$ cat src/mimic_pkg.sv
// mimic shared opcodes, instruction fields, write requests and load end mark
`default_nettype none

package mimic_pkg;

   // opcode in instruction bits 31:26
   typedef enum logic [5:0] {
      ADDI = 6'h01,
      ADD  = 6'h02,
      SUB  = 6'h03,
      BEQ  = 6'h04,
      SEND = 6'h05, // transmit low byte of rt
      RECV = 6'h06, // receive byte into rt
      HALT = 6'h07
   } op_e;

   // r-type tail of the word, rd sits where the top of imm would be
   typedef struct packed {
      logic [4:0]  rd;
      logic [10:0] unused;
   } r_field_t;

   typedef union packed {
      r_field_t    r;
      logic [15:0] imm; // i-type immediate, signed for BEQ
   } low_field_u;

   typedef struct packed {
      op_e         opcode;
      logic [4:0]  rs;
      logic [4:0]  rt;
      low_field_u  low;
   } inst_t;

   // instruction memory write request from the loader
   typedef struct packed {
      logic        en;
      logic [15:0] addr;
      logic [31:0] data;
   } imem_write_t;

   // register file write-back
   typedef struct packed {
      logic        en;
      logic [4:0]  addr;
      logic [31:0] data;
   } reg_write_t;

   localparam logic [31:0] END_MARK = 32'hffff_ffff; // ends loading, never stored

endpackage

`default_nettype wire

$ cat src/register_manager.sv
// register file, 32 x 32 with two combinational reads and register 0 tied to zero
`timescale 1ns/100ps
`default_nettype none

module register_manager import mimic_pkg::*; (
   input  logic        clk,
   input  logic        arst_n,
   input  logic [4:0]  rs_addr,
   input  logic [4:0]  rt_addr,
   input  reg_write_t  reg_write,
   output logic [31:0] rs_data,
   output logic [31:0] rt_data
);

   logic [31:0] regs [32];

   always_ff @(posedge clk or negedge arst_n) begin
      if (!arst_n) begin
         for (int i = 0; i < 32; i++)
            regs[i] <= '0;
      end else if (reg_write.en && (reg_write.addr != 5'd0)) begin
         regs[reg_write.addr] <= reg_write.data; // writes to r0 dropped
      end
   end

   assign rs_data = (rs_addr == 5'd0) ? 32'd0 : regs[rs_addr];
   assign rt_data = (rt_addr == 5'd0) ? 32'd0 : regs[rt_addr];

endmodule

`default_nettype wire

$ cat src/mimic_core.sv
// execution core, two-cycle fetch/execute with ALU, branch and serial byte ops
`timescale 1ns/100ps
`default_nettype none

module mimic_core import mimic_pkg::*; #(
   parameter int IMEM_ADDR_W = 10
) (
   input  logic        clk,
   input  logic        arst_n,
   input  logic        in_execution,
   input  logic [31:0] inst_fetch,
   output logic [15:0] pc,
   input  logic        rx_waiting,
   input  logic [7:0]  rx_received_data,
   output logic        rx_pop,
   output logic        tx_send_enable,
   output logic [7:0]  tx_send_data,
   output logic        halted
);

   typedef enum logic {
      S_FETCH,
      S_EXEC
   } state_e;

   state_e                 state;
   logic [IMEM_ADDR_W-1:0] pc_q;
   logic [IMEM_ADDR_W-1:0] pc_next;
   inst_t                  inst;
   logic [31:0]            rs_data;
   logic [31:0]            rt_data;
   logic [31:0]            imm_ext;
   logic                   exec;
   logic                   rx_stall;
   reg_write_t             reg_write;

   assign inst    = inst_t'(inst_fetch);
   assign exec    = (state == S_EXEC);
   assign imm_ext = {{16{inst.low.imm[15]}}, inst.low.imm};

   register_manager register_manager_inst(.clk(clk),
                                          .arst_n(arst_n),
                                          .rs_addr(inst.rs),
                                          .rt_addr(inst.rt),
                                          .reg_write(reg_write),
                                          .rs_data(rs_data),
                                          .rt_data(rt_data));

   // everything below acts in the execute cycle only
   always_comb begin
      reg_write      = '0;
      rx_pop         = 1'b0;
      tx_send_enable = 1'b0;
      rx_stall       = 1'b0;
      pc_next        = pc_q + IMEM_ADDR_W'(1);
      if (exec) begin
         case (inst.opcode)
            ADDI: reg_write = '{en: 1'b1, addr: inst.rt, data: rs_data + imm_ext};
            ADD:  reg_write = '{en: 1'b1, addr: inst.low.r.rd, data: rs_data + rt_data};
            SUB:  reg_write = '{en: 1'b1, addr: inst.low.r.rd, data: rs_data - rt_data};
            BEQ: begin
               if (rs_data == rt_data)
                  pc_next = pc_q + IMEM_ADDR_W'(1) + imm_ext[IMEM_ADDR_W-1:0];
            end
            SEND: tx_send_enable = 1'b1;
            RECV: begin
               rx_stall  = rx_waiting; // hold here until a byte shows up
               rx_pop    = !rx_waiting;
               reg_write = '{en: !rx_waiting, addr: inst.rt,
                             data: {24'h0, rx_received_data}};
            end
            default: ; // HALT and unknown codes write nothing
         endcase
      end
   end

   assign tx_send_data = rt_data[7:0];

   always_ff @(posedge clk or negedge arst_n) begin
      if (!arst_n) begin
         state  <= S_FETCH;
         pc_q   <= '0;
         halted <= 1'b0;
      end else begin
         case (state)
            S_FETCH: begin
               if (in_execution && !halted)
                  state <= S_EXEC; // memory word arrives next cycle
            end
            S_EXEC: begin
               if (inst.opcode == HALT) begin
                  halted <= 1'b1;
                  state  <= S_FETCH;
               end else if (!rx_stall) begin
                  pc_q  <= pc_next;
                  state <= S_FETCH;
               end
            end
            default: state <= S_FETCH;
         endcase
      end
   end

   assign pc = 16'(pc_q);

endmodule

`default_nettype wire

$ cat config.mk
export PLATFORM = sky130hd
export DESIGN_NAME = mimic_core
export DESIGN_NICKNAME = d
export VERILOG_FILES = /design/src/mimic_pkg.sv /design/src/register_manager.sv /design/src/mimic_core.sv
export SDC_FILE = /design/constraint.sdc
export NUM_CORES = 2
export LEC_CHECK = 0
export BUFFER_PORTS_ARGS = -buffer_cell sky130_fd_sc_hd__buf_2
export CAP_MARGIN = 10
export CORE_MARGIN = 2
export CORE_UTILIZATION = 30
export CTS_CLUSTER_DIAMETER = 60
export DETAILED_ROUTE_END_ITERATION = 8
export GPL_TIMING_DRIVEN = 0
export HOLD_SLACK_MARGIN = 0.15
export SLEW_MARGIN = 20
export SYNTH_ARGS = -nofsm -noshare
export SYNTH_HDL_FRONTEND = slang
export SYNTH_SLANG_ARGS = --single-unit
$ cat constraint.sdc
create_clock -name clk -period 5.9 [get_ports clk]
set_input_delay 1.18 -clock clk [delete_from_list [all_inputs] [get_ports clk]]
set_output_delay 1.18 -clock clk [all_outputs]
set_load 0.03 [all_outputs]
==> results.cfg <==
[floorplanning]
die_x_um = 445
io_pins = 71
dieArea_mm2 = 0.198
core-area_mm2 = 0.193
rows = 161
start_util_pct = 30.2
die_y_um = 445

[job]
drv_cap = 0

[pwr]
p_per_area_mw_per_mm2 = 237
switching_share_pct = 27.3
seq_power_share_pct = 42.5
p_comb_share_pct = 12.1
p_switching_mw = 4.60
leakage_nw = 30.1
cellInternalPower_mw = 12.3
power.clock.fraction_pct = 45.4
vdd_drop_max_v = 0.000245

[critical_path]
path_max_fanout = 10
endpoint_kind = flip-flop
crit_type = in -> reg
cp_data_required_time_ns = 6.52
timing.rr.start = register_manager_inst.regs[262]
crit_start = inst_fetch[24]
start_kind = input port
cp_data_arrival_time_ns = 6.57

[sta]
finalMaxSlewViolations = 0
fin_ws_ns = -0.0536
fmax_mhz = 168
finClkSkew_ns = 0.0359
relSlewSlack_pct = 17.3
hold_viol = 0
rsz0062_at_grt = yes
worst_pin_slew_ns = 1.24
fin_crit_sh_pct = 101
min_period_ns = 5.95
finalSetupViolCount = 34
hold-worst-slack_ns = 0.319

[place]
gp_congestion = 1.01
dpl_worst_slack_ns = -3.50
hpwl_um = 195000
port_buffers = 60

[synthesis]
ys_ff_latch = 1036
yosys-top-cells-count = dfrtp_1, nand2_1, o21ai_0
synth_seq_area_share_pct = 44.5
synthCells = 5310
synth-async-reset-ratio_pct = 100
syn_avg_cell_area_um2 = 11.0
synth_top_cell_by_area = dfrtp_1
netlist_area_mm2 = 0.0583
synthFlopType = dfrtp_1
yosysUniqueCellTypes = 86
synth_top_area_share_pct = 44.5
synth.most_common_cell = dfrtp_1
yosysWarnings = 0
synthTopCellsByArea = dfrtp_1, mux4_2, o21ai_0
synth_edf_count = 0

[clock_network]
cts_tree = built
clk_latency_ns = 0.77
cts_buffers = 114
cts-htree-levels = 3
cts_sinks = 1036
postCtsHoldBufs = 0
clockBufferDepth = 3
cts-root-buf = clkbuf_16
path_clk_slew_ns = 0.06

[finish]
areaGrowthSynthToFinish_pct = 22.1
nFillCells = 18713
multi_input_area_mm2 = 0.0312
nets = 5789
drive_above_1_share_pct = 27.4
antenna_cells = 0
area.sequential_mm2 = 0.0259

[detailed_routing]
vias = 50279
viasPerCell = 6.06
ant_nets = 0
drt_iter0_drc = 7401
wl_per_cell_um = 31.0
drc = 0
drt-pass1-iter-count = 6
routed_wirelength_um = 257000

[global_routing]
grt_pass1_vias = 48411
gr-total-overflow = 0
grt_max_degree = 136
grt_pass1_wl_um = 359000
antenna_found_initial = 4
grtUsageTotal_pct = 25.3

[outcome]
failed_checks = negative setup slack
status = finished with violations

[hold_path]
hold_path_class = in -> async
==> power groups by stage <==
stage,combinational (mW),clock (mW),sequential (mW)
floorplan,0.937,0,7.37
global placement,1.68,0,7.32
detailed placement,1.71,0,7.31
CTS,1.89,7.65,7.18
global route,2.12,7.91,7.18
finish,2.04,7.66,7.18
==> placed cells by master, fill, tap and decap left out, drive strengths merged, types with 11 or more instances in the layout <==
cell type and n:
dfrtp 1036, nand2 982, o21ai 898, clkbuf 566, mux4 536, buf 371
nor2 184, mux2 153, a21oi 151, mux2i 146, ha 71, a21o 64
nand3 45, xnor2 42, inv 42, a31oi 31, clkinv 30, a22oi 27
nand4 26, o22ai 26, xor2 25, nor3 24, a221oi 22, and3 19
o221ai 18, o21bai 18, a211oi 18, nor2b 16, o211ai 14, nand2b 13
bufinv 11
==> routing by layer <==
metal | vias up | track usage, % | routed length (um)
li1 | 20220 | - | -
met1 | 25713 | 31.3 | 91700
met2 | 3513 | 37.7 | 112000
met3 | 829 | 7.19 | 32100
met4 | 4 | 18.4 | 21900
met5 | - | 0 | 21
==> per-stage QoR <==
| step | setup TNS, ns | power (mW) | instance area (um^2) | instances | util (%) |
|---|---|---|---|---|---|
| global placement | - | 9.00 | 62400 | 7901 | 32.4 |
| finish | -0.542 | 16.9 | 71100 | 8291 | 36.9 |
| CTS | -0.0497 | 16.7 | 69600 | 8205 | 36.1 |
| global route | -10.05 | 17.2 | 71100 | 8291 | 36.9 |
| detailed placement | -2552.68 | 9.02 | 62800 | 7915 | 32.6 |
| floorplan | 0 | 8.31 | 59000 | 5315 | - |
==> logic make-up (layout without fill, tap and decap cells) <==
family                     Yosys count  after routing  share of synthesized area (%)
AOI/OAI and AO/OA                 1363           1363                           13.3
other                                1              6                        0.00644
and+or+nand+nor                   1357           1357                           9.50
buffers and inverters              576           1026                           3.86
xor gates and xnor gates            67             67                           1.05
DFF                               1036           1036                           44.5
muxes                              835            835                           26.2
adders and majority gates           75             75                           1.65
==> path summary, 6_finish.rpt <==
| path | slack [ns] | end | cells after the start |
|---|---|---|---|
| min in group clk | 0.48 | pc_q[9] | 1 |
| setup reg to reg | 0.65 | register_manager_inst.regs[285] | 21 |
| hold / removal | 0.32 | pc_q[5] | 1 |
| max in group asynchronous | 3.39 | register_manager_inst.regs[214] | 4 |
| setup / recovery | -0.05 | register_manager_inst.regs[285] | 20 |
| hold reg to reg | 0.48 | pc_q[9] | 1 |
==> critical path, cell delays in order <==
cell and delay [ns]:
buf_2 0.15, clkbuf_2 0.58, clkbuf_1 0.73, mux4_2 0.41, mux2i_1 0.18, nor2_2 0.11
ha_1 0.37, a21o_1 0.20, a21o_1 0.15, a21o_1 0.18, a21o_1 0.16, a21o_1 0.22
a22o_1 0.29, or3_4 0.45, a2111o_1 0.39, nand3_2 0.10, o22ai_4 0.08, buf_12 0.19
clkbuf_16 0.17, mux2_2 0.25
==> registers in the layout, summed over array words and instances, names as in the netlist <==
signal                      count
pc_q                           10
halted                          1
exec                            1
register_manager_inst.regs   1024
==> repair_timing <==
action	CTS	global route
setup endpoints to repair	1007	824
buffers inserted	88	93
resized for setup	504	210
endpoints found under the hold margin	0	0
pin swaps	32	41
cloned	3	5
==> area by class of cell <==
| cell class | instances | share of cell area, % |
|---|---|---|
| multi-input combinational | 3703 | 43.9 |
| clock buffer | 157 | 4.62 |
| sequential | 1036 | 36.4 |
| clock inverter | 53 | 0.929 |
| timing repair buffer | 261 | 3.56 |
| buffer | 521 | 5.94 |
| tap | 2526 | 4.44 |
| inverter | 34 | 0.185 |
Note: power is estimated with default switching activity, not from simulation.
