`src/mimic_pkg.sv`:
```
// mimic shared opcodes, instruction fields, write requests and load end mark
`default_nettype none

package mimic_pkg;

   // opcode in instruction bits 31:26
   typedef enum logic [5:0] {
      ADDI = 6'h01,
      ADD  = 6'h02,
      SUB  = 6'h03,
      BEQ  = 6'h04,
      SEND = 6'h05, // transmit low byte of rt
      RECV = 6'h06, // receive byte into rt
      HALT = 6'h07
   } op_e;

   // r-type tail of the word, rd sits where the top of imm would be
   typedef struct packed {
      logic [4:0]  rd;
      logic [10:0] unused;
   } r_field_t;

   typedef union packed {
      r_field_t    r;
      logic [15:0] imm; // i-type immediate, signed for BEQ
   } low_field_u;

   typedef struct packed {
      op_e         opcode;
      logic [4:0]  rs;
      logic [4:0]  rt;
      low_field_u  low;
   } inst_t;

   // instruction memory write request from the loader
   typedef struct packed {
      logic        en;
      logic [15:0] addr;
      logic [31:0] data;
   } imem_write_t;

   // register file write-back
   typedef struct packed {
      logic        en;
      logic [4:0]  addr;
      logic [31:0] data;
   } reg_write_t;

   localparam logic [31:0] END_MARK = 32'hffff_ffff; // ends loading, never stored

endpackage

`default_nettype wire

```
`src/instruction_loader.sv`:
```
// instruction loader, packs received bytes into words and fills instruction memory
`timescale 1ns/100ps
`default_nettype none

module instruction_loader import mimic_pkg::*; #(
   parameter int IMEM_ADDR_W = 10
) (
   input  logic        clk,
   input  logic        arst_n,
   input  logic        rx_waiting,
   input  logic [7:0]  rx_received_data,
   output logic        rx_fifo_pop,
   output imem_write_t imem_write,
   output logic        in_execution
);

   logic [1:0]             byte_cnt;
   logic [23:0]            shift_q;   // earlier bytes, first byte on top
   logic [31:0]            word_q;
   logic [31:0]            word_full;
   logic                   last_byte;
   logic                   wr_en_q;
   logic [IMEM_ADDR_W-1:0] wr_addr_q;

   // pop whenever a byte is there, loading only
   assign rx_fifo_pop = !in_execution && !rx_waiting;
   assign word_full   = {shift_q, rx_received_data};
   assign last_byte   = rx_fifo_pop && (byte_cnt == 2'd3);

   always_ff @(posedge clk or negedge arst_n) begin
      if (!arst_n) begin
         byte_cnt     <= '0;
         wr_en_q      <= 1'b0;
         wr_addr_q    <= '0;
         in_execution <= 1'b0;
      end else begin
         wr_en_q <= last_byte && (word_full != END_MARK);
         if (rx_fifo_pop)
            byte_cnt <= byte_cnt + 2'd1;
         if (wr_en_q)
            wr_addr_q <= wr_addr_q + IMEM_ADDR_W'(1); // next word slot
         if (last_byte && (word_full == END_MARK))
            in_execution <= 1'b1; // held until reset
      end
   end

   always_ff @(posedge clk) begin
      if (rx_fifo_pop)
         shift_q <= {shift_q[15:0], rx_received_data};
      if (last_byte)
         word_q <= word_full;
   end

   assign imem_write = '{en: wr_en_q, addr: 16'(wr_addr_q), data: word_q};

endmodule

`default_nettype wire

```
`config.mk`:
```
export PLATFORM = sky130hd
export DESIGN_NAME = instruction_loader
export DESIGN_NICKNAME = d
export VERILOG_FILES = /design/src/mimic_pkg.sv /design/src/instruction_loader.sv
export SDC_FILE = /design/constraint.sdc
export NUM_CORES = 1
export LEC_CHECK = 0
export BUFFER_PORTS_ARGS = -buffer_cell sky130_fd_sc_hd__buf_4
export CAP_MARGIN = 20
export CELL_PAD_IN_SITES_DETAIL_PLACEMENT = 1
export CELL_PAD_IN_SITES_GLOBAL_PLACEMENT = 2
export CORE_ASPECT_RATIO = 1.5
export CORE_MARGIN = 2
export CORE_UTILIZATION = 37
export CTS_CLUSTER_DIAMETER = 50
export CTS_CLUSTER_SIZE = 20
export DETAILED_ROUTE_END_ITERATION = 8
export PLACE_DENSITY_LB_ADDON = 0.05
export SLEW_MARGIN = 20
export SYNTH_ARGS = -nofsm -noshare
export SYNTH_HDL_FRONTEND = slang
export SYNTH_SLANG_ARGS = --single-unit
```
`constraint.sdc`:
```
create_clock -name clk -period 3.4 [get_ports clk]
set_clock_uncertainty 0.1 [all_clocks]
set_input_delay 0.17 -clock clk [delete_from_list [all_inputs] [get_ports clk]]
set_output_delay 0.17 -clock clk [all_outputs]
set_load 0.05 [all_outputs]
```
==> out/metrics.cfg, run 1 <==
[sta]
max_freq_mhz = 429
tightestPinTransition_ns = 0.796
hold-worst-slack_ns = 0.122
rsz0062_at_grt = no
setup_ws_ns = 1.07
slew_headroom_pct = 46.9
setup_viol = 0
slew_viol_final = 0
fin_crit_sh_pct = 68.5
min_period_ns = 2.33
hold_viol_final = 0
final.setup.tns_ns = 0

[critical_path]
critPathCaptureType = flop
cp_max_fo = 28
path_cells = nor2_2 -> buf_4 -> and2_1 -> buf_4
cp_num_buf_inv = 2
crit_required_ns = 3.32
max_stage_delay_ns = 0.71
cp_top_family = simple AND/OR/NAND/NOR gates
cp_slowest_cell = and2_1
crit_type = flop to flop
setup.worst_path.start_class = flop
cpMostUsedCell = buf_4
cp.arrival_ns = 2.25

[place]
portBuffers = 55
hpwlAfterDp_um = 3040
pre_cts_slack_ns = 0.995
place_area_sq_um = 2890
gp_congestion = 0.707

[finish]
layout_common_cells = 57 x buf_4, 56 x edfxtp_1, 14 x dfrtp_1
stdcell_area_sq_um = 3190
final_common_cell = buf_4
nets = 207
syn2layout_area_growth_pct = 32.9
antenna_cells = 0
drive_above_1_share_pct = 39.4

[floorplanning]
start_util_pct = 37.6
row_count = 36
die_h_um = 103
ios = 62
dieArea_sq_um = 7170
core-area_sq_um = 6400
fp.dieW_um = 69.8

[cts]
htree_levels = 3
cts.sinks = 70
insertion_delay_ns = 0.33
cts.path.max_buffers = 2
cts_buffers = 9
cts-root-buf = clkbuf_8
clkTransAtPathRegs_ns = 0.07
cts_tree = yes

[routing]
vias = 1254
drt_iter0_drc = 88
ant_nets = 0
drtPass1Iterations = 4
via_per_inst = 4.58
drcViolationCount = 0
wl_per_cell_um = 16.0
wirelength_um = 4380

[logic_synthesis]
synth-seq-cells = 70
syn_inst = 119
synth_largest_area_cell = edfxtp_1
synth_area_per_cell_sq_um = 20.2
synth_cell_types = 20
synth_warnings = 0
synth_top_area_share_pct = 70.0
syn_area_sq_um = 2400
synth_area_leaders = edfxtp_1 70%, dfrtp_1 15%, nand4_1 2.6%
synth-seq-area-share_pct = 84.5

[power]
p_leak_nw = 1.27
ir_drop_v = 0.000422
power_density_nw_per_um2 = 779

[status]
status = complete, no violations

[grt]
grt_pass1_vias = 1347
overflow = 0
grt_max_degree = 29
antenna_found_initial = 0
grtUsageTotal_pct = 13.1
grt_pass1_wl_um = 6820

[hold_path]
min_path_type = input pin to async pin

[run]
max-cap-violations = 0

-- layer usage --
metal / GRT usage [%] / up-vias / routed length, um
li1: - / 592 / -
met1: 13.5 / 608 / 1610
met2: 23.4 / 45 / 2460
met3: 4.40 / 9 / 208
met4: 7.54 / 0 / 93
met5: 0 / - / 0
-- cells in the mapped netlist, drive strengths merged --
library cell	instances
and3	1
ha	2
nor4	2
nand2	4
xor2	6
a31o	1
nand4	12
nor3	1
buf	7
edfxtp	56
a21boi	1
nor2	4
xnor2	4
conb	1
and2	1
mux2	2
dfrtp	14
-- cells by family after synthesis --
group	after synthesis	synth area share [%]
xor gates and xnor gates	10	3.64
buffers and inverters	7	2.19
AOI/OAI and AO/OA	2	0.677
other	1	0.156
and+or+nand+nor	25	6.82
muxes	2	0.937
DFF	70	84.5
adders and majority gates	2	1.04
-- registers in the layout, summed over array words and instances (netlist names) --
signal / cells
word_q: 32
shift_q: 24
wr_addr_q: 10
byte_cnt: 2
in_execution: 1
wr_en_q: 1
-- through the flow --
| stage | utilization [%] | power [mW] | instances |
|---|---|---|---|
| after floorplan | - | 1.60 | 124 |
| after global placement | 45.2 | 1.78 | 250 |
| after detailed placement | 45.2 | 1.80 | 250 |
| after CTS | 49.9 | 2.52 | 274 |
| after global routing | 49.9 | 2.59 | 274 |
| final | 49.9 | 2.49 | 274 |
-- report_power, final --
part	internal [mW]	leakage, nW	switching (mW)
Sequential	1.08	0.712	0.0948
Clock	0.407	0.0990	0.303
Combinational	0.173	0.456	0.433
Total	1.66	1.27	0.830
-- what timing repair did --
action | CTS | global route
hold buffers | 9 | 0
buffers inserted | 0 | 0
endpoints found under the hold margin | 30 | 0
gates resized for setup | 0 | 0
setup endpoints to repair | 0 | 0
-- area by class of cell --
type,count,area [sq um]
Fill cell,635,3200
Clock buffer,9,124
Timing Repair Buffer,66,518
Multi-Input combinational cell,47,338
Clock inverter,6,87.6
Sequential cell,70,2030
Tap cell,76,95.1
-- worst paths after layout --
check,from,to,slack [ns],cells past startpoint
worst max-delay path,in_execution,word_q[22],1.07,4
worst max register to register,in_execution,word_q[22],1.07,4
max in group asynchronous,arst_n,wr_addr_q[9],2.91,2
min in group clk,rx_waiting,shift_q[1],0.28,3
worst min register to register,shift_q[19],word_q[27],0.35,0
worst min-delay path,arst_n,wr_addr_q[1],0.12,2
(Power assumes the default switching activity.)
==> run 2, diff against run 1 <==
==> constraint.sdc (replaced) <==
create_clock -name clk -period 2.4 [get_ports clk]
set_clock_uncertainty 0.1 [all_clocks]
set_input_delay 0.12 -clock clk [delete_from_list [all_inputs] [get_ports clk]]
set_output_delay 0.12 -clock clk [all_outputs]
set_load 0.05 [all_outputs]
==> out/metrics.cfg, run 2 (same netlist as run 1, synthesis figures left out) <==
[status]
status = complete, no violations

[routing]
drcViolationCount = 0
wirelength_um = 4540
wl_per_cell_um = 16.6
vias = 1273
drtPass1Iterations = 4
via_per_inst = 4.65
drt_iter0_drc = 131
ant_nets = 0

[sta]
rsz0062_at_grt = no
min_period_ns = 1.90
fin_crit_sh_pct = 79.3
max_freq_mhz = 526
setup_viol = 0
final.setup.tns_ns = 0
setup_ws_ns = 0.498
hold-worst-slack_ns = 0.0252
hold_viol_final = 0
slew_viol_final = 0

[run]
max-cap-violations = 0

[hold_path]
min_path_type = input pin to flop

[power]
p_leak_nw = 1.24
power_density_nw_per_um2 = 1050
ir_drop_v = 0.000491

[finish]
regMostFlops = word_q
nets = 206
layout_common_cells = 56 x buf_4, 56 x edfxtp_1, 14 x dfrtp_1
largest_reg_flops = 32
seq_area_sq_um = 2030
syn2layout_area_growth_pct = 30.3
nFillCells = 635
antenna_cells = 0
multi_input_area_sq_um = 345
drive_above_1_share_pct = 36.9
reg_top3 = word_q x32, shift_q x24, wr_addr_q x10

[floorplanning]
fp.dieW_um = 69.8
ios = 62
die_h_um = 103
dieArea_sq_um = 7170
core-area_sq_um = 6400
start_util_pct = 37.6
row_count = 36

[critical_path]
cp_top_family = buffers and inverters
cp_num_buf_inv = 2
path_cells = nor2_4 -> buf_4 -> buf_4
cpMostUsedCell = buf_4
cp.arrival_ns = 1.68
critPathCaptureType = primary output
max_stage_delay_ns = 0.43
crit_type = flop to primary output
setup.worst_path.start_class = flop
cp_max_fo = 15
cp_slowest_cell = dfrtp_1
crit_required_ns = 2.18

[cts]
cts_tree = yes
clkTransAtPathRegs_ns = 0.07
cts.sinks = 70
post-cts-setup-buffers = 0
insertion_delay_ns = 0.34
htree_levels = 3
cts.path.max_buffers = 2
cts-root-buf = clkbuf_8
cts_buffers = 9

[grt]
overflow = 0
antenna_found_initial = 0
grt_pass1_wl_um = 6950
grt_max_degree = 35
grtUsageTotal_pct = 13.6
grt_pass1_vias = 1363

[place]
portBuffers = 55
pre_cts_slack_ns = 0.622
gp_congestion = 0.690
hpwlAfterDp_um = 3180

==> run 2: worst paths after layout <==
kind,cells after the start,start,end,slack [ns]
min,2,rx_waiting,shift_q[18],0.03
max in group asynchronous,2,arst_n,wr_addr_q[3],1.97
min reg2reg,0,shift_q[16],word_q[24],0.36
max,3,in_execution,rx_fifo_pop,0.50
min in group asynchronous,2,arst_n,wr_addr_q[1],0.06
max reg2reg,2,in_execution,word_q[19],0.64
==> run 2: worst reg2reg max path: stages, from the launching register on <==
cell and delay [ns]:
dfrtp_1 0.43, nor2_4 0.35, and2_4 0.52
==> run 2: power breakdown <==
group / leakage [nW] / internal (mW) / switching, mW
sequential: 0.712 / 1.53 / 0.135
clock: 0.0730 / 0.379 / 0.394
combinational: 0.455 / 0.244 / 0.614
==> run 2: area by class of cell <==
class                           count  area share (%)
Multi-Input combinational cell     47            11.0
Clock buffer                       16            4.79
Timing Repair Buffer               65            16.3
Sequential cell                    70            64.9
Tap cell                           76            3.04
==> run 2: timing repair <==
action | CTS | global route
hold buffers | 9 | 0
resized for setup | 0 | 0
endpoints found under the hold margin | 30 | 0
==> run 2: stage by stage <==
step	instances	util [%]	power [mW]	area (sq um)
after CTS	274	49.0	3.34	3130
after detailed placement	249	45.2	2.55	2890
final	274	49.0	3.29	3130
after global placement	249	45.2	2.52	2890
after floorplan	124	-	2.27	2430
after global routing	274	49.0	3.44	3130
==> run 2: layer usage <==
metal | vias up | wire length (um) | GRT usage (%)
met5 | - | 0 | 0
met4 | 0 | 118 | 10.7
met3 | 9 | 256 | 4.50
met2 | 41 | 2590 | 24.4
met1 | 634 | 1570 | 12.7
li1 | 589 | - | -
